**config.mk**
```make
export PLATFORM = sky130hd
export DESIGN_NAME = comp_unit
export DESIGN_NICKNAME = d
export VERILOG_FILES = /design/src/hw/link_pkg.sv /design/src/hw/comp_pkg.sv /design/src/hw/ll_tx_parser.sv /design/src/hw/copy_channel.sv /design/src/hw/ll_rx_framer.sv /design/src/hw/dcr_status.sv /design/src/hw/comp_unit.sv
export SDC_FILE = /design/constraint.sdc
export NUM_CORES = 1
export LEC_CHECK = 0
export BUFFER_PORTS_ARGS = -buffer_cell sky130_fd_sc_hd__buf_2
export CORE_AREA = 8 8 200 202
export DETAILED_ROUTE_END_ITERATION = 12
export DIE_AREA = 0 0 208 210
export GPL_TIMING_DRIVEN = 0
export PLACE_DENSITY_LB_ADDON = 0.1
export SLEW_MARGIN = 20
export SYNTH_ARGS = -nofsm -noshare
export SYNTH_HDL_FRONTEND = slang
export SYNTH_SLANG_ARGS = --single-unit
```
**constraint.sdc**
```tcl
create_clock -name clk -period 5.4 [get_ports clk]
set_input_delay 0.54 -clock clk [delete_from_list [all_inputs] [get_ports clk]]
set_output_delay 0.54 -clock clk [all_outputs]
set_load 0.01 [all_outputs]
```
**src/hw/link_pkg.sv**
```systemverilog
`default_nettype none

package link_pkg;

   typedef logic [31:0] ll_word_t;
   typedef logic [3:0]  ll_rem_t;
   // index into the eight header or trailer words
   typedef logic [2:0]  hdr_cnt_t;

   parameter int       HDR_WORDS    = 8;
   parameter hdr_cnt_t HDR_LAST     = hdr_cnt_t'(HDR_WORDS - 1);
   parameter hdr_cnt_t HDR_FLAG_IDX = 3'd4;
   parameter hdr_cnt_t HDR_LEN_IDX  = 3'd5;
   parameter hdr_cnt_t HDR_TASK_IDX = 3'd6;

   // valid bytes sit in the high end of the word
   function automatic ll_word_t rem_mask(input ll_rem_t rem);
      case (rem)
         4'b0001: rem_mask = 32'hffff_ff00;
         4'b0011: rem_mask = 32'hffff_0000;
         4'b0111: rem_mask = 32'hff00_0000;
         default: rem_mask = 32'hffff_ffff;
      endcase
   endfunction

   function automatic logic [2:0] rem_bytes(input ll_rem_t rem);
      case (rem)
         4'b0001: rem_bytes = 3'd3;
         4'b0011: rem_bytes = 3'd2;
         4'b0111: rem_bytes = 3'd1;
         default: rem_bytes = 3'd4;
      endcase
   endfunction

endpackage

`default_nettype wire

```
**src/hw/comp_pkg.sv**
```systemverilog
`default_nettype none

package comp_pkg;

   typedef logic [2:0]  op_flags_t;
   typedef logic [31:0] byte_len_t;
   typedef logic [9:0]  task_idx_t;
   typedef logic [9:0]  dcr_addr_t;

   // DCR register map
   parameter dcr_addr_t DCR_CTRL  = 10'd0;
   parameter dcr_addr_t DCR_TASK  = 10'd2;
   parameter dcr_addr_t DCR_COUNT = 10'd4;
   parameter dcr_addr_t DCR_LEN   = 10'd5;
   parameter dcr_addr_t DCR_ID0   = 10'd6;
   parameter dcr_addr_t DCR_ID1   = 10'd7;

   // write of this bit at DCR_CTRL clears the engine
   parameter int CTRL_CLEAR_BIT = 31;

   parameter logic [31:0] ID0_VALUE = 32'h1006_0402;
   parameter logic [31:0] ID1_VALUE = 32'haa55_55aa;

endpackage

`default_nettype wire

```
**src/hw/ll_tx_parser.sv**
```systemverilog
`timescale 1ns/1ps
`default_nettype none

module ll_tx_parser (
   input  wire logic                 clk,
   input  wire logic                 rst_n,
   input  wire logic                 eng_clear_i,
   input  wire link_pkg::ll_word_t   tx_d_i,
   input  wire link_pkg::ll_rem_t    tx_rem_i,
   input  wire logic                 tx_sof_n_i,
   input  wire logic                 tx_eop_n_i,
   input  wire logic                 tx_eof_n_i,
   input  wire logic                 tx_src_rdy_n_i,
   output logic                      tx_dst_rdy_n_o,
   input  wire logic                 fifo_full_i,
   input  wire logic                 frame_done_i,
   output logic                      push_o,
   output link_pkg::ll_word_t        push_d_o,
   output link_pkg::ll_rem_t         push_rem_o,
   output logic                      push_last_o,
   output comp_pkg::op_flags_t       flags_o,
   output comp_pkg::byte_len_t       src_len_o,
   output comp_pkg::task_idx_t       task_o
);

   typedef enum logic [1:0] {
      ST_IDLE,
      ST_HEADER,
      ST_PAYLOAD,
      ST_WAIT_DONE
   } state_t;

   state_t             state;
   link_pkg::hdr_cnt_t hdr_cnt;
   logic               xfer;
   logic               last;

   // hold off the source while the FIFO is full or the RX side still runs
   assign tx_dst_rdy_n_o = fifo_full_i || (state == ST_WAIT_DONE);
   assign xfer           = !tx_src_rdy_n_i && !tx_dst_rdy_n_o;
   assign last           = !tx_eop_n_i || !tx_eof_n_i;

   assign push_o      = xfer && (state == ST_PAYLOAD);
   assign push_last_o = last;
   assign push_rem_o  = last ? tx_rem_i : 4'b0000;
   assign push_d_o    = last ? (tx_d_i & link_pkg::rem_mask(tx_rem_i)) : tx_d_i;

   always_ff @(posedge clk) begin
      if (!rst_n || eng_clear_i) begin
         state   <= ST_IDLE;
         hdr_cnt <= '0;
      end else begin
         case (state)
            ST_IDLE: begin
               // SOF word is header word 0, nothing in it is kept
               if (xfer && !tx_sof_n_i) begin
                  hdr_cnt <= 3'd1;
                  state   <= ST_HEADER;
               end
            end
            ST_HEADER: begin
               if (xfer) begin
                  hdr_cnt <= hdr_cnt + 3'd1;
                  if (hdr_cnt == link_pkg::HDR_LAST) begin
                     state <= ST_PAYLOAD;
                  end
               end
            end
            ST_PAYLOAD: begin
               if (xfer && last) begin
                  state <= ST_WAIT_DONE;
               end
            end
            default: begin
               if (frame_done_i) begin
                  state <= ST_IDLE;
               end
            end
         endcase
      end
   end

   // header fields
   always_ff @(posedge clk) begin
      if (state == ST_HEADER && xfer) begin
         if (hdr_cnt == link_pkg::HDR_FLAG_IDX) begin
            flags_o <= tx_d_i[31:29];
         end
         if (hdr_cnt == link_pkg::HDR_LEN_IDX) begin
            src_len_o <= tx_d_i;
         end
         if (hdr_cnt == link_pkg::HDR_TASK_IDX) begin
            task_o <= tx_d_i[9:0];
         end
      end
   end

endmodule

`default_nettype wire

```
**src/hw/copy_channel.sv**
```systemverilog
`timescale 1ns/1ps
`default_nettype none

module copy_channel #(
   parameter int FIFO_DEPTH = 8
) (
   input  wire logic                 clk,
   input  wire logic                 rst_n,
   input  wire logic                 eng_clear_i,
   input  wire logic                 push_i,
   input  wire link_pkg::ll_word_t   push_d_i,
   input  wire link_pkg::ll_rem_t    push_rem_i,
   input  wire logic                 push_last_i,
   input  wire logic                 pop_i,
   output link_pkg::ll_word_t        head_d_o,
   output link_pkg::ll_rem_t         head_rem_o,
   output logic                      head_last_o,
   output logic                      empty_o,
   output logic                      full_o
);

   localparam int PTR_W = (FIFO_DEPTH > 1) ? $clog2(FIFO_DEPTH) : 1;
   localparam int CNT_W = $clog2(FIFO_DEPTH + 1);

   link_pkg::ll_word_t mem_d    [FIFO_DEPTH];
   link_pkg::ll_rem_t  mem_rem  [FIFO_DEPTH];
   logic               mem_last [FIFO_DEPTH];

   logic [PTR_W-1:0] wr_ptr;
   logic [PTR_W-1:0] rd_ptr;
   logic [CNT_W-1:0] count;
   logic             do_push;
   logic             do_pop;

   assign empty_o = (count == '0);
   assign full_o  = (count == CNT_W'(FIFO_DEPTH));
   assign do_push = push_i && !full_o;
   assign do_pop  = pop_i && !empty_o;

   assign head_d_o    = mem_d[rd_ptr];
   assign head_rem_o  = mem_rem[rd_ptr];
   assign head_last_o = mem_last[rd_ptr];

   always_ff @(posedge clk) begin
      if (do_push) begin
         mem_d[wr_ptr]    <= push_d_i;
         mem_rem[wr_ptr]  <= push_rem_i;
         mem_last[wr_ptr] <= push_last_i;
      end
   end

   // pointers wrap at the depth, which need not be a power of two
   always_ff @(posedge clk) begin
      if (!rst_n || eng_clear_i) begin
         wr_ptr <= '0;
         rd_ptr <= '0;
         count  <= '0;
      end else begin
         if (do_push) begin
            wr_ptr <= (wr_ptr == PTR_W'(FIFO_DEPTH - 1)) ? '0 : wr_ptr + 1'b1;
         end
         if (do_pop) begin
            rd_ptr <= (rd_ptr == PTR_W'(FIFO_DEPTH - 1)) ? '0 : rd_ptr + 1'b1;
         end
         if (do_push && !do_pop) begin
            count <= count + 1'b1;
         end else if (do_pop && !do_push) begin
            count <= count - 1'b1;
         end
      end
   end

endmodule

`default_nettype wire

```
**src/hw/ll_rx_framer.sv**
```systemverilog
`timescale 1ns/1ps
`default_nettype none

module ll_rx_framer (
   input  wire logic                 clk,
   input  wire logic                 rst_n,
   input  wire logic                 eng_clear_i,
   input  wire link_pkg::ll_word_t   head_d_i,
   input  wire link_pkg::ll_rem_t    head_rem_i,
   input  wire logic                 head_last_i,
   input  wire logic                 empty_i,
   output logic                      pop_o,
   input  wire comp_pkg::op_flags_t  flags_i,
   input  wire comp_pkg::byte_len_t  src_len_i,
   input  wire comp_pkg::task_idx_t  task_i,
   output link_pkg::ll_word_t        rx_d_o,
   output link_pkg::ll_rem_t         rx_rem_o,
   output logic                      rx_sof_n_o,
   output logic                      rx_sop_n_o,
   output logic                      rx_eop_n_o,
   output logic                      rx_eof_n_o,
   output logic                      rx_src_rdy_n_o,
   input  wire logic                 rx_dst_rdy_n_i,
   output comp_pkg::byte_len_t       byte_count_o,
   output logic                      frame_done_o
);

   typedef enum logic [1:0] {
      ST_IDLE,
      ST_PAYLOAD,
      ST_TRAILER
   } state_t;

   state_t             state;
   link_pkg::hdr_cnt_t trl_cnt;
   link_pkg::ll_word_t trl_word;
   logic               payload_vld;
   logic               first;
   logic               status;
   logic               xfer;

   // head of the FIFO drives the link directly, it only moves on a pop
   assign payload_vld = (state == ST_PAYLOAD) && !empty_i;
   // every word adds at least one byte, so a zero count marks the first word
   assign first       = (byte_count_o == '0);
   assign status      = (byte_count_o == src_len_i);
   assign xfer        = !rx_src_rdy_n_o && !rx_dst_rdy_n_i;

   always_comb begin
      case (trl_cnt)
         link_pkg::HDR_FLAG_IDX: trl_word = {flags_i, status, 28'h0};
         link_pkg::HDR_LEN_IDX:  trl_word = byte_count_o;
         link_pkg::HDR_TASK_IDX: trl_word = {22'h0, task_i};
         default:                trl_word = '0;
      endcase
   end

   assign rx_src_rdy_n_o = !(payload_vld || (state == ST_TRAILER));
   assign rx_sof_n_o     = !(payload_vld && first);
   assign rx_sop_n_o     = rx_sof_n_o;
   assign rx_eop_n_o     = !(payload_vld && head_last_i);
   assign rx_eof_n_o     = !((state == ST_TRAILER) && (trl_cnt == link_pkg::HDR_LAST));
   assign rx_d_o         = (state == ST_TRAILER) ? trl_word : head_d_i;
   assign rx_rem_o       = (payload_vld && head_last_i) ? head_rem_i : 4'b0000;

   assign pop_o        = xfer && (state == ST_PAYLOAD);
   assign frame_done_o = xfer && !rx_eof_n_o;

   always_ff @(posedge clk) begin
      if (!rst_n || eng_clear_i) begin
         state        <= ST_IDLE;
         trl_cnt      <= '0;
         byte_count_o <= '0;
      end else begin
         case (state)
            ST_IDLE: begin
               if (!empty_i) begin
                  byte_count_o <= '0;
                  state        <= ST_PAYLOAD;
               end
            end
            ST_PAYLOAD: begin
               if (xfer) begin
                  if (head_last_i) begin
                     byte_count_o <= byte_count_o +
                                     comp_pkg::byte_len_t'(link_pkg::rem_bytes(head_rem_i));
                     trl_cnt      <= '0;
                     state        <= ST_TRAILER;
                  end else begin
                     byte_count_o <= byte_count_o + 32'd4;
                  end
               end
            end
            default: begin
               if (xfer) begin
                  trl_cnt <= trl_cnt + 3'd1;
                  if (trl_cnt == link_pkg::HDR_LAST) begin
                     state <= ST_IDLE;
                  end
               end
            end
         endcase
      end
   end

endmodule

`default_nettype wire

```
**src/hw/dcr_status.sv**
```systemverilog
`timescale 1ns/1ps
`default_nettype none

module dcr_status (
   input  wire logic                 clk,
   input  wire logic                 rst_n,
   input  wire comp_pkg::dcr_addr_t  dcr_abus_i,
   input  wire logic [31:0]          dcr_dbus_i,
   input  wire logic                 dcr_read_i,
   input  wire logic                 dcr_write_i,
   output logic                      dcr_ack_o,
   output logic [31:0]               dcr_dbus_o,
   input  wire comp_pkg::op_flags_t  flags_i,
   input  wire comp_pkg::task_idx_t  task_i,
   input  wire comp_pkg::byte_len_t  src_len_i,
   input  wire comp_pkg::byte_len_t  byte_count_i,
   output logic                      eng_clear_o
);

   logic [31:0] rd_data;

   always_comb begin
      case (dcr_abus_i)
         comp_pkg::DCR_TASK:  rd_data = {flags_i, 19'h0, task_i};
         comp_pkg::DCR_COUNT: rd_data = byte_count_i;
         comp_pkg::DCR_LEN:   rd_data = src_len_i;
         comp_pkg::DCR_ID0:   rd_data = comp_pkg::ID0_VALUE;
         comp_pkg::DCR_ID1:   rd_data = comp_pkg::ID1_VALUE;
         default:             rd_data = '0;
      endcase
   end

   // read data lines up with the ack
   always_ff @(posedge clk) begin
      dcr_dbus_o <= rd_data;
   end

   always_ff @(posedge clk) begin
      if (!rst_n) begin
         dcr_ack_o   <= 1'b0;
         eng_clear_o <= 1'b0;
      end else begin
         dcr_ack_o   <= dcr_read_i || dcr_write_i;
         eng_clear_o <= dcr_write_i && (dcr_abus_i == comp_pkg::DCR_CTRL) &&
                        dcr_dbus_i[comp_pkg::CTRL_CLEAR_BIT];
      end
   end

endmodule

`default_nettype wire

```
**src/hw/comp_unit.sv**
```systemverilog
`timescale 1ns/1ps
`default_nettype none

module comp_unit #(
   parameter int FIFO_DEPTH = 8
) (
   input  wire logic                 clk,
   input  wire logic                 rst_n,
   // TX link
   input  wire link_pkg::ll_word_t   tx_d_i,
   input  wire link_pkg::ll_rem_t    tx_rem_i,
   input  wire logic                 tx_sof_n_i,
   input  wire logic                 tx_eop_n_i,
   input  wire logic                 tx_eof_n_i,
   input  wire logic                 tx_src_rdy_n_i,
   output logic                      tx_dst_rdy_n_o,
   // RX link
   output link_pkg::ll_word_t        rx_d_o,
   output link_pkg::ll_rem_t         rx_rem_o,
   output logic                      rx_sof_n_o,
   output logic                      rx_sop_n_o,
   output logic                      rx_eop_n_o,
   output logic                      rx_eof_n_o,
   output logic                      rx_src_rdy_n_o,
   input  wire logic                 rx_dst_rdy_n_i,
   // DCR
   input  wire comp_pkg::dcr_addr_t  dcr_abus_i,
   input  wire logic [31:0]          dcr_dbus_i,
   input  wire logic                 dcr_read_i,
   input  wire logic                 dcr_write_i,
   output logic                      dcr_ack_o,
   output logic [31:0]               dcr_dbus_o
);

   logic                eng_clear;
   logic                push;
   link_pkg::ll_word_t  push_d;
   link_pkg::ll_rem_t   push_rem;
   logic                push_last;
   logic                pop;
   link_pkg::ll_word_t  head_d;
   link_pkg::ll_rem_t   head_rem;
   logic                head_last;
   logic                fifo_empty;
   logic                fifo_full;
   logic                frame_done;
   comp_pkg::op_flags_t flags;
   comp_pkg::byte_len_t src_len;
   comp_pkg::task_idx_t task_idx;
   comp_pkg::byte_len_t byte_count;

   ll_tx_parser u_parser (
      .clk            (clk),
      .rst_n          (rst_n),
      .eng_clear_i    (eng_clear),
      .tx_d_i         (tx_d_i),
      .tx_rem_i       (tx_rem_i),
      .tx_sof_n_i     (tx_sof_n_i),
      .tx_eop_n_i     (tx_eop_n_i),
      .tx_eof_n_i     (tx_eof_n_i),
      .tx_src_rdy_n_i (tx_src_rdy_n_i),
      .tx_dst_rdy_n_o (tx_dst_rdy_n_o),
      .fifo_full_i    (fifo_full),
      .frame_done_i   (frame_done),
      .push_o         (push),
      .push_d_o       (push_d),
      .push_rem_o     (push_rem),
      .push_last_o    (push_last),
      .flags_o        (flags),
      .src_len_o      (src_len),
      .task_o         (task_idx)
   );

   copy_channel #(
      .FIFO_DEPTH (FIFO_DEPTH)
   ) u_channel (
      .clk         (clk),
      .rst_n       (rst_n),
      .eng_clear_i (eng_clear),
      .push_i      (push),
      .push_d_i    (push_d),
      .push_rem_i  (push_rem),
      .push_last_i (push_last),
      .pop_i       (pop),
      .head_d_o    (head_d),
      .head_rem_o  (head_rem),
      .head_last_o (head_last),
      .empty_o     (fifo_empty),
      .full_o      (fifo_full)
   );

   ll_rx_framer u_framer (
      .clk            (clk),
      .rst_n          (rst_n),
      .eng_clear_i    (eng_clear),
      .head_d_i       (head_d),
      .head_rem_i     (head_rem),
      .head_last_i    (head_last),
      .empty_i        (fifo_empty),
      .pop_o          (pop),
      .flags_i        (flags),
      .src_len_i      (src_len),
      .task_i         (task_idx),
      .rx_d_o         (rx_d_o),
      .rx_rem_o       (rx_rem_o),
      .rx_sof_n_o     (rx_sof_n_o),
      .rx_sop_n_o     (rx_sop_n_o),
      .rx_eop_n_o     (rx_eop_n_o),
      .rx_eof_n_o     (rx_eof_n_o),
      .rx_src_rdy_n_o (rx_src_rdy_n_o),
      .rx_dst_rdy_n_i (rx_dst_rdy_n_i),
      .byte_count_o   (byte_count),
      .frame_done_o   (frame_done)
   );

   dcr_status u_dcr (
      .clk          (clk),
      .rst_n        (rst_n),
      .dcr_abus_i   (dcr_abus_i),
      .dcr_dbus_i   (dcr_dbus_i),
      .dcr_read_i   (dcr_read_i),
      .dcr_write_i  (dcr_write_i),
      .dcr_ack_o    (dcr_ack_o),
      .dcr_dbus_o   (dcr_dbus_o),
      .flags_i      (flags),
      .task_i       (task_idx),
      .src_len_i    (src_len),
      .byte_count_i (byte_count),
      .eng_clear_o  (eng_clear)
   );

endmodule

`default_nettype wire

```
; Yosys cells after proc, flatten, opt, wreduce, memory -nomap -nowiden
; Memories as Yosys holds them, arrays and structs flattened. A register that Yosys moved wholly into a read port is not among the register bits.
; Cells that the tools add are included.
[op_classes]
n_mux = 47
add_sub_neg = 8
reduce_logical = 57
n_bitwise = 2
n_eq_ne = 35
[ops]
columns = operator, count
row1 = $mux W32, 5
row2 = $pmux W32 S5, 1
row3 = $pmux W32 S3, 1
row4 = $pmux W24 S3, 1
row5 = $pmux W32 S2, 1
row6 = $mux W3, 17
row7 = $eq A10 B3 Y1 const B, 4
row8 = $add A32 B3 Y32, 1
row9 = $add A32 B3 Y32 const B, 1
row10 = $and A32 B32 Y32, 1
row11 = $eq A32 B32 Y1, 1
row12 = $logic_not A32 Y1, 1
row13 = $eq A3 B3 Y1 const B, 10
row14 = $mux W2, 10
row15 = $logic_and A1 B1 Y1, 18
row16 = $mux W4, 4
row17 = $logic_not A1 Y1, 15
row18 = $add A3 B1 Y3 const B, 4
row19 = $pmux W3 S2, 2
row20 = $eq A10 B2 Y1 const B, 1
row21 = $logic_not A10 Y1, 1
row22 = $ne A2 B1 Y1 const B, 5
row23 = $reduce_and A5 Y1, 2
row24 = $pmux W3 S3, 1
row25 = other kinds (21), 41
[totals]
regBits = 131
elab_cells = 166
out_inout_bits = 75
in_bits = 87
ram_bits = 296
memories = 3
[memory_table]
columns = name, depth, word_bits, read_ports, rd_ports_with_merged_regs, write_ports, line
row1 = u_channel.mem_d, 8, 32, 1, 1, 1, copy_channel.sv:25  ; link_pkg::ll_word_t mem_d [FIFO_DEPTH];
row2 = u_channel.mem_rem, 8, 4, 1, 1, 1, copy_channel.sv:26  ; link_pkg::ll_rem_t mem_rem [FIFO_DEPTH];
row3 = u_channel.mem_last, 8, 1, 1, 1, 1, copy_channel.sv:27  ; logic mem_last [FIFO_DEPTH];

; Longest topological paths before layout
; Gate-level depths: netlist (run 1).
[logic_depth]
depth_word = 12
depth_mapped = 14
depth_no_buf = 13

; Hierarchy
; A second synthesis (run 1) with hierarchy kept.
[hier_totals]
hier_cells = 1207
hier_area_um2 = 18494.0
[modules_own_cells]
columns = module, area_per_inst_um2, seq_area_each_um2, cells_each, instances
row1 = copy_channel, 11815.1, 9148.8, 505, 1
row2 = ll_rx_framer, 3158.0, 740.7, 410, 1
row3 = ll_tx_parser, 2060.7, 1451.4, 137, 1
row4 = dcr_status, 1460.2, 680.7, 155, 1

; Worst setup path after synthesis (run 1)
; OpenSTA, ideal clock, no wires.
[synth_timing]
path_kind = input to register
startpoint = input port tx_src_rdy_n_i
endpoint = memory u_channel.mem_d[0][0] (netlist name), enable pin
arrival_time_ns = 3.821
path_buffers = 0
required_time_ns = 4.923
setup_time_ns = 0.477
slack_ns = 1.102
path_stages = 5
cell_sequence = a211oi_1 nand2_1 inv_1 nand2b_1 nor3_1
[synth_between]
elab_chain_len = 6
[synth_lines]
columns = item, line
row1 = "start, declared", comp_unit.sv:15  ; input wire logic tx_src_rdy_n_i,
row2 = $logic_not A1 Y1, ll_tx_parser.sv:40  ; assign xfer = !tx_src_rdy_n_i && !tx_dst_rdy_n_o;
row3 = $logic_and A1 B1 Y1, ll_tx_parser.sv:40
row4 = $logic_and A1 B1 Y1, ll_tx_parser.sv:43  ; assign push_o = xfer && (state == ST_PAYLOAD);
row5 = $logic_and A1 B1 Y1, copy_channel.sv:37  ; assign do_push = push_i && !full_o;
row6 = named net u_channel.do_push, copy_channel.sv:32  ; logic do_push;
row7 = $mux W1, copy_channel.sv:45  ; if (do_push) begin
row8 = $mux W1 (not written as such), copy_channel.sv:46  ; mem_d[wr_ptr] <= push_d_i;
row9 = "end, declared", copy_channel.sv:25
; The timed path passes the listed nets, and every way through them passes these cells.

==> flow_summary.ini, run 1 <==
[run_status]
outcome = complete, no violations

[timing]
timing.final.hold_violations = 0
maxClockFrequency_mhz = 221
setup_tns_ns = 0
setup_viol_count_final = 0
fin_ws_ns = 0.868
worst_hold_slack_ns = 0.168
period_share = 0.839
worst_pin_slew_ns = 1.05
finalCriticalPeriod_ns = 4.53
finClkSkew_ns = 0.0212
max-slew-margin-rel = 0.297
rsz0062_at_grt = false
finalMaxSlewViolations = 0

[clocking]
cts_hold_buffers = 0
cts-root-buf = sky130_fd_sc_hd__clkbuf_16
cts_tree = yes
clock_pin_slew_worst_setup_and_hold_paths_ns = 0.06
clk_latency_ns = 0.58
post_cts_resize_count = 0
cts-root-to-sink-buffers = 3
clkSinkCount = 430
cts-buffers-inserted = 46
h-tree-depth = 2
cts_setup_buffers = 0

[worst_setup_path]
r2r_end = u_framer.byte_count_o[28]
crit_arrival_ns = 3.99
ff2ff_path_depth = 14
critical_path_peak_fanout = 10
crit_buf_inv = 5
worst_setup_path_type = flop to primary output
worstPathCellList = buf_2, buf_1, buf_1, clkbuf_2, mux2i_1, o21ai_0, buf_2
cp_data_required_time_ns = 4.86
critical_path.top_delay_family = buffers and inverters
reg2reg_slack_ns = 0.99
worstSetupStartpointType = flop
setup.worst_path.end_class = primary output
critical_path.slowest_cell = sky130_fd_sc_hd__buf_1
crit_path_max_incr_delay_ns = 0.81

[placed_design]
placer_congestion = 0.906
buffer_ports.inserted = 130
pre_cts_slack_ns = 1.02
placed_cell_count = 1810
place_hpwl_um = 33400

[yosys]
synthesis.instances = 1180
postSynthRegisterBits = 430
synth_seq_area_share = 0.674
synth_enable_flop_cells = 341
dominantRegCellSynth = sky130_fd_sc_hd__edfxtp_1
synth.avg_cell_area_sq_um = 15.1
area_of_the_mapped_netlist_sq_um = 17800
synth_async_sr_flop_share = 0
postSynthNetCount = 1294
synthesis.yosys.warnings = 0
synth_cell_type_count = 57

[routing]
postRouteAntennaNets = 0
via_per_inst = 5.73
detailedRoute.firstPassIterationCount = 8
avgRoutedWirePerCell_um = 25.0
post-route-drc-count = 0
vias = 10900
drt_iter0_markers = 899
routed_wire_length_um = 47400

[global_routing]
antenna_violations_before_repair = 0
grt_max_degree = 28
grt_pass1_wl_um = 70000
grt_pass1_vias = 11000
globalRouteOverflowTotal = 0
gr-usage-all-layers = 0.216

[floorplanning]
placementRows = 71
dieWidth_um = 208
die_height_um = 210
die_area_sq_um = 43700
pin_count = 162
placeableCoreArea_sq_um = 37000
initial_core_util = 0.482

[cells_and_area]
layout.cells.non_filler = 1896
multiInputGateArea_sq_um = 5460
diodes = 0
final_layout_size_suffix_gt1_frac = 0.229
final-seq-area_sq_um = 12000
synthToLayoutAreaGrowth_pct = 18.2
num-fill-cells = 2983
postLayoutCoreUtil = 0.570
nets = 1498

[worst_hold_path]
timing.hold.worst_path_depth = 2
min_from = dcr_read_i
worst_hold_path.endpoint = u_dcr.dcr_ack_o
hold_class = primary input to flop

[pwr]
pwr_density_cell_nw_per_um2 = 354
p_leak_uw = 0.00712
worst_ir_drop_vdd_mv = 0.282

[job]
maxCapViolations = 0
-- where the power goes --
| group | leakage [uW] | internal [uW] | switching, uW |
|---|---|---|---|
| clock network | 0.000770 | 1970 | 1260 |
| logic | 0.00256 | 210 | 363 |
| registers | 0.00379 | 3630 | 26.9 |
| total | 0.00712 | 5800 | 1650 |
-- final cells by class --
type,instances,area share
clock buffers,62,0.0594
clock inverters,24,0.0147
flip-flops and latches,430,0.570
multi-input cells,647,0.259
plain buffers,72,0.0141
well taps,474,0.0281
inverters,31,0.00552
repair buffers,156,0.0487
-- layer usage --
layer,track usage,vias to the layer above,part of all wire
met1,0.294,5522,0.44
met5,0,-,0
met2,0.353,341,0.49
met3,0.0339,56,0.056
li1,-,4938,-
met4,0.0754,0,0.024
-- per-stage QoR --
step / total power [uW] / area (sq um)
after floorplan: 4080 / 17800
after global placement: 4280 / 19100
after detailed placement: 4300 / 19500
after CTS: 7520 / 21100
after global routing: 7700 / 21100
final: 7460 / 21100
-- placed cells by master (no fill, tap or decap), types with 7 or more instances in the layout --
cell,count
sky130_fd_sc_hd__a211oi_1,9
sky130_fd_sc_hd__a21o_1,9
sky130_fd_sc_hd__a21oi_1,45
sky130_fd_sc_hd__a22o_1,8
sky130_fd_sc_hd__a22oi_1,16
sky130_fd_sc_hd__and2_1,26
sky130_fd_sc_hd__and3_1,8
sky130_fd_sc_hd__buf_1,13
sky130_fd_sc_hd__buf_12,12
sky130_fd_sc_hd__buf_2,133
sky130_fd_sc_hd__buf_4,12
sky130_fd_sc_hd__bufinv_16,7
sky130_fd_sc_hd__clkbuf_1,59
sky130_fd_sc_hd__clkbuf_16,46
sky130_fd_sc_hd__clkinv_2,10
sky130_fd_sc_hd__dfxtp_1,89
sky130_fd_sc_hd__edfxtp_1,341
sky130_fd_sc_hd__ha_1,25
sky130_fd_sc_hd__inv_1,30
sky130_fd_sc_hd__mux2i_1,40
sky130_fd_sc_hd__mux4_2,73
sky130_fd_sc_hd__nand2_1,68
sky130_fd_sc_hd__nand3_1,9
sky130_fd_sc_hd__nand4_1,11
sky130_fd_sc_hd__nor2_1,62
sky130_fd_sc_hd__nor2b_1,15
sky130_fd_sc_hd__nor3_1,14
sky130_fd_sc_hd__nor4_1,20
sky130_fd_sc_hd__o21ai_0,55
sky130_fd_sc_hd__or3_1,15
sky130_fd_sc_hd__xnor2_1,31
sky130_fd_sc_hd__xor2_1,19
-- cells in the mapped netlist (all sizes together), types with 5 or more instances --
master  number  area share
edfxtp     341        0.57
dfxtp       89        0.10
mux4        74       0.094
nand2       68       0.014
nor2        68       0.014
o21ai       56       0.016
clkbuf      50       0.011
a21oi       45       0.013
mux2i       40       0.022
xnor2       31       0.015
inv         30      0.0063
and2        28      0.0098
ha          25       0.018
buf         22      0.0057
nor4        20      0.0070
xor2        19      0.0093
nor3        17      0.0048
a22oi       16      0.0067
nor2b       15      0.0053
or3         15      0.0053
nand4       11      0.0039
a211oi       9      0.0038
a21o         9      0.0038
nand3        9      0.0025
a22o         8      0.0039
and3         8      0.0028
a222oi       6      0.0034
nand2b       6      0.0021
o211ai       5      0.0036
or4          5      0.0021
-- worst max-delay path by stage --
stage,end,cells after the start,slack (ns)
global route,rx_d_o[9],7,0.70
CTS,rx_d_o[27],7,0.44
global placement,u_channel.mem_d[0][26],6,-2.64
floorplan,u_channel.mem_d[0][0],5,1.10
detailed placement,u_framer.byte_count_o[28],14,1.02
finish,rx_d_o[26],7,0.87
-- state kept, by name, indices dropped and copies added, names as in the netlist, named ones only --
register               cells
u_channel.mem_d          256
u_channel.mem_rem         32
u_dcr.dcr_dbus_o          32
u_framer.byte_count_o     32
u_parser.src_len_o        32
u_parser.task_o           10
u_channel.mem_last         8
u_channel.count            4
u_channel.rd_ptr           3
u_channel.wr_ptr           3
u_framer.trl_cnt           3
u_parser.flags_o           3
u_parser.hdr_cnt           3
u_framer.state             2
u_parser.state             2
u_dcr.dcr_ack_o            1
u_dcr.eng_clear_o          1
-- cell families (layout without fill, tap and decap cells) --
group | after synthesis | in the layout | share of synthesized area
adder cells (fa/ha/maj) | 27 | 27 | 0.0198
XOR/XNOR | 50 | 50 | 0.0246
AND/OR/NAND/NOR | 279 | 279 | 0.0783
flip-flops | 430 | 430 | 0.674
AO/OA/AOI/OAI | 175 | 175 | 0.0627
multiplexers | 116 | 116 | 0.117
buffers and inverters | 103 | 345 | 0.0228
Power figures use the tool's default switching activity.
==> run 2, diff against run 1 <==
clock period = 3.7 ns   (was 5.4 ns; I/O delays follow)
==> flow_summary.ini, run 2 (synthesis gave the netlist of run 1 again) <==
[run_status]
outcome = complete, no violations

[worst_setup_path]
crit_buf_inv = 6
worst_setup_path_type = flop to flop
worstPathCellList = buf_8, mux4_2, mux2i_4, o211ai_4, a21oi_2, ha_2, inv_2, fa_2, inv_2, buf_6, o211ai_4, a2111o_1, buf_6, clkbuf_2, o21ai_0, a21oi_1
critical_path_peak_fanout = 8
cp_data_required_time_ns = 4.13
crit_arrival_ns = 4.09
critical_path.slowest_cell = sky130_fd_sc_hd__mux4_2
crit_path_max_incr_delay_ns = 0.53
worstSetupStartpointType = flop
setup.worst_path.end_class = flop
critical_path.top_delay_family = compound AO/OA/AOI/OAI gates

[cells_and_area]
diodes = 0
layout_common_cells = 341 x sky130_fd_sc_hd__edfxtp_1, 134 x sky130_fd_sc_hd__buf_2, 87 x sky130_fd_sc_hd__dfxtp_1
final_layout_size_suffix_gt1_frac = 0.246
most_common_cell_after_layout_fill_and_taps_aside = sky130_fd_sc_hd__edfxtp_1
biggest_register = u_channel.mem_d
nets = 1508
largest_reg_flops = 256
synthToLayoutAreaGrowth_pct = 19.7

[global_routing]
grt_max_degree = 29
grt_pass1_wl_um = 70800
grt_pass1_vias = 11100
globalRouteOverflowTotal = 0
gr-usage-all-layers = 0.216
antenna_violations_before_repair = 0

[floorplanning]
initial_core_util = 0.482
pin_count = 162
die_height_um = 210
placementRows = 71
placeableCoreArea_sq_um = 37000
dieWidth_um = 208
die_area_sq_um = 43700

[routing]
routed_wire_length_um = 47500
dr_wl_met3_um = 3070
via_per_inst = 5.77
drt-met1-wl_um = 20700
avgRoutedWirePerCell_um = 25.0
vias = 11000
dr_wl_met2_um = 22700
detailedRoute.firstPassIterationCount = 7
drt_iter0_markers = 1106
post-route-drc-count = 0
postRouteAntennaNets = 0
highest-signal-layer = met4

[clocking]
cts-root-buf = sky130_fd_sc_hd__clkbuf_16
clkSinkCount = 430
clock_pin_slew_worst_setup_and_hold_paths_ns = 0.06
clk_latency_ns = 0.56
cts_tree = yes
cts-buffers-inserted = 46
h-tree-depth = 2
cts-root-to-sink-buffers = 3

[placed_design]
pre_cts_slack_ns = -0.609
place_hpwl_um = 33400
placer_congestion = 0.895
buffer_ports.inserted = 130

[timing]
fin_ws_ns = 0.0379
finalMaxSlewViolations = 0
max-slew-margin-rel = 0.388
setup_viol_count_final = 0
timing.final.hold_violations = 0
finClkSkew_ns = 0.0154
rsz0062_at_grt = true
finalCriticalPeriod_ns = 3.66
worst_pin_slew_ns = 0.910
period_share = 0.990
worst_hold_slack_ns = 0.0238
maxClockFrequency_mhz = 273

[pwr]
pwr_density_cell_nw_per_um2 = 509
p_leak_uw = 0.00720
worst_ir_drop_vdd_mv = 0.373

[job]
maxCapViolations = 0

[worst_hold_path]
hold_class = primary input to flop
-- run 2: worst reg2reg max path, delay by kind of cell (launching register included) --
| kind | cells | cell delay (ns) |
|---|---|---|
| compound gates | 6 | 1.09 |
| fa+ha+maj | 2 | 0.63 |
| buf+inv | 6 | 0.73 |
| flops | 1 | 0.33 |
| mux | 2 | 0.76 |
-- run 2: final timing paths --
check | startpoint | endpoint | slack, ns | cells past startpoint
setup / recovery | flop | u_framer.byte_count_o[18] | 0.04 | 16
hold / removal | tx_d_i[21] | u_parser.src_len_o[21] | 0.02 | 1
setup reg to reg | flop | u_framer.byte_count_o[18] | 0.04 | 16
hold reg to reg | u_channel.rd_ptr[1] | flop | 0.48 | 2
-- run 2: what timing repair did --
action | 4_1_cts | 5_1_grt
pin swaps | 2 | 8
setup buffers | 5 | 9
hold buffers | 2 | 0
setup endpoints to repair | 58 | 40
resized for setup | 42 | 25
hold endpoints to repair | 2 | 0
-- run 2: area by class of cell --
class                      instances  area, sq um
multi-input combinational        647         5540
clock buffer                      68         1360
clock inverter                    16          175
fill                            2934        15600
inverter                          31          116
tap                              474          593
buffer                            72          349
timing repair buffer             166         1180
sequential                       430        12000
-- run 2: report_power, final --
part           switching (uW)  internal, uW
combinational             542           324
clock                    1840          2820
sequential               40.3          5300
-- run 2: per-stage QoR --
step	total power [uW]	instances	setup TNS (ns)	util	cell area [sq um]
3_3_place_gp	6250	1784	-526.89	0.516	19100
5_1_grt	11200	1904	-0.415	0.577	21300
2_1_floorplan	5960	1180	0	-	17800
3_5_place_dp	6290	1804	-9.73	0.529	19500
4_1_cts	10900	1895	0	0.574	21200
6_report	10900	1904	0	0.577	21300
-- run 2: layer usage --
| metal | GRT usage | up-vias |
|---|---|---|
| met5 | 0 | - |
| li1 | - | 4956 |
| met4 | 0.0614 | 0 |
| met1 | 0.299 | 5609 |
| met2 | 0.347 | 355 |
| met3 | 0.0426 | 59 |
==> run 3, diff against run 2 <==
CELL_PAD_IN_SITES_DETAIL_PLACEMENT = 2   (was default)
CELL_PAD_IN_SITES_GLOBAL_PLACEMENT = 2   (was default)
CORE_AREA = 8 8 223 225   (was 8 8 200 202)
DIE_AREA = 0 0 231 233   (was 0 0 208 210)
==> flow_summary.ini, run 3 (synthesis gave the netlist of run 1 again) <==
[worst_setup_path]
critical_path_peak_fanout = 8
setup.worst_path.end_class = flop
worstPathCellList = buf_8, mux4_2, mux2i_4, o211ai_4, a21oi_2, ha_2, inv_2, fa_2, inv_2, buf_4, o211ai_4, a2111o_2, buf_6, or3_4, a21oi_2
crit_path_max_incr_delay_ns = 0.56
cp_data_required_time_ns = 4.21
critical_path.slowest_cell = sky130_fd_sc_hd__a2111o_2
worstSetupStartpointType = flop
critical_path.top_delay_family = compound AO/OA/AOI/OAI gates
worst_setup_path_type = flop to flop
crit_arrival_ns = 4.24
crit_buf_inv = 5

[global_routing]
globalRouteOverflowTotal = 0
grt_pass1_vias = 12400
gr-usage-all-layers = 0.222
antenna_violations_before_repair = 3
grt_max_degree = 25
grt_pass1_wl_um = 86700

[placed_design]
placer_congestion = 0.786
place_hpwl_um = 43500
buffer_ports.inserted = 130

[clocking]
cts_tree = yes
clk_latency_ns = 0.58
cts-buffers-inserted = 47
cts-root-to-sink-buffers = 3
h-tree-depth = 2
clock_pin_slew_worst_setup_and_hold_paths_ns = 0.06
clkSinkCount = 430
cts-root-buf = sky130_fd_sc_hd__clkbuf_16

[timing]
finalCriticalPeriod_ns = 3.73
timing.final.hold_violations = 0
fin_ws_ns = -0.0318
setup_viol_count_final = 2
setup_tns_ns = -0.0424
period_share = 1.01
maxClockFrequency_mhz = 268
finalMaxSlewViolations = 0
finClkSkew_ns = 0.0177
rsz0062_at_grt = true
max-slew-margin-rel = 0.343
worst_pin_slew_ns = 0.985

[pwr]
clock_network_fraction_of_total_power = 0.443
comb_power_share = 0.083
power.share.switching = 0.233
pwr_density_cell_nw_per_um2 = 518
internal_power_uw = 8650
worst_ir_drop_vdd_mv = 0.481
total_power_uw = 11300
p_leak_uw = 0.00732
seq_power_share = 0.474
power_spent_charging_and_discharging_nets_uw = 2630

[run_status]
outcome = finished, violations left
violations = setup timing

[floorplanning]
pin_count = 162
die_height_um = 233
placementRows = 79
initial_core_util = 0.387
placeableCoreArea_sq_um = 46100
die_area_sq_um = 53800
dieWidth_um = 231

[routing]
via_per_inst = 5.51
detailedRoute.firstPassIterationCount = 5
drt_iter0_markers = 919
avgRoutedWirePerCell_um = 29.2
vias = 11300
postRouteAntennaNets = 0
post-route-drc-count = 0
routed_wire_length_um = 60000

[job]
maxCapViolations = 0

[cells_and_area]
final-seq-area_sq_um = 12000
diodes = 0
nets = 1522
synthToLayoutAreaGrowth_pct = 22.1
biggest_register = u_channel.mem_d
most_common_cell_after_layout_fill_and_taps_aside = sky130_fd_sc_hd__edfxtp_1
largest_reg_flops = 256
multiInputGateArea_sq_um = 5570
num-fill-cells = 4462
final_layout_size_suffix_gt1_frac = 0.254
layout_common_cells = 341 x sky130_fd_sc_hd__edfxtp_1, 135 x sky130_fd_sc_hd__buf_2, 87 x sky130_fd_sc_hd__dfxtp_1

[worst_hold_path]
hold_class = primary input to flop
[run 3: cell count changes in the layout (fill, tap and decap cells not counted), moves of 4 or more]
| cell | previous run | this run |
|---|---|---|
| sky130_fd_sc_hd__o21ai_0 | 53 | 49 |
| sky130_fd_sc_hd__bufinv_16 | 4 | 8 |
| sky130_fd_sc_hd__clkinv_4 | 0 | 5 |
| sky130_fd_sc_hd__dlygate4sd3_1 | 2 | 16 |
| sky130_fd_sc_hd__clkinv_2 | 8 | 3 |
| sky130_fd_sc_hd__clkbuf_1 | 58 | 53 |
[run 3: cell type report]
class / instances / share of cell area
multi-input cells: 647 / 0.256
flip-flops and latches: 430 / 0.552
repair buffers: 179 / 0.0609
well taps: 607 / 0.0349
inverters: 31 / 0.00535
plain buffers: 72 / 0.0161
clock inverters: 21 / 0.0150
clock buffers: 65 / 0.0594
[run 3: through the flow]
| step | setup slack (ns) | area (sq um) | instances | utilization | hold slack [ns] |
|---|---|---|---|---|---|
| 5_1_grt | -0.140 | 21800 | 2052 | 0.473 | 0.0186 |
| 4_1_cts | 0.00505 | 21700 | 2048 | 0.470 | 0.00243 |
| 3_5_place_dp | -0.745 | 19700 | 1938 | 0.428 | 0.488 |
| 3_3_place_gp | -2.27 | 19200 | 1917 | 0.418 | 0.468 |
| 6_report | -0.0318 | 21800 | 2052 | 0.473 | 0.0327 |
| 2_1_floorplan | 0.0663 | 17800 | 1180 | - | 0.446 |
[run 3: timing repair]
action,in CTS,in global routing
endpoints found under the hold margin,18,0
hold buffers,16,0
endpoints found under the setup margin,64,34
buffers inserted,7,4
pin swaps,2,4
resized for setup,46,34
cloned,1,0
[run 3: path summary, 6_finish.rpt]
kind	start	to	slack, ns	cells past startpoint
setup / recovery	flop	u_framer.byte_count_o[30]	-0.03	15
hold / removal	dcr_write_i	u_dcr.dcr_ack_o	0.03	2
setup reg to reg	flop	u_framer.byte_count_o[30]	-0.03	15
hold reg to reg	u_channel.rd_ptr[1]	flop	0.48	2
[run 3: layer usage]
| layer | vias up | track usage | part of all wire |
|---|---|---|---|
| met5 | - | 0 | 0.00040 |
| met4 | 4 | 0.0620 | 0.025 |
| met3 | 75 | 0.0367 | 0.046 |
| met2 | 285 | 0.364 | 0.48 |
| met1 | 5972 | 0.303 | 0.45 |
| li1 | 4977 | - | - |
[run 3: worst register-to-register path, stage by stage (launching register included)]
cell and delay (ns):
sky130_fd_sc_hd__dfxtp_2 0.33, sky130_fd_sc_hd__buf_8 0.14, sky130_fd_sc_hd__mux4_2 0.55, sky130_fd_sc_hd__mux2i_4 0.23
sky130_fd_sc_hd__o211ai_4 0.12, sky130_fd_sc_hd__a21oi_2 0.16, sky130_fd_sc_hd__ha_2 0.21, sky130_fd_sc_hd__inv_2 0.04
sky130_fd_sc_hd__fa_2 0.36, sky130_fd_sc_hd__inv_2 0.10, sky130_fd_sc_hd__buf_4 0.12, sky130_fd_sc_hd__o211ai_4 0.09
sky130_fd_sc_hd__a2111o_2 0.56, sky130_fd_sc_hd__buf_6 0.19, sky130_fd_sc_hd__or3_4 0.33, sky130_fd_sc_hd__a21oi_2 0.14
[run 3: power groups by stage]
stage               clock network [uW]  logic, uW  registers [uW]
CTS                               5090        933            5340
finish                            5000        936            5340
floorplan                            0        527            5430
detailed placement                   0        900            5440
global placement                     0        840            5440
global route                      5250       1020            5350
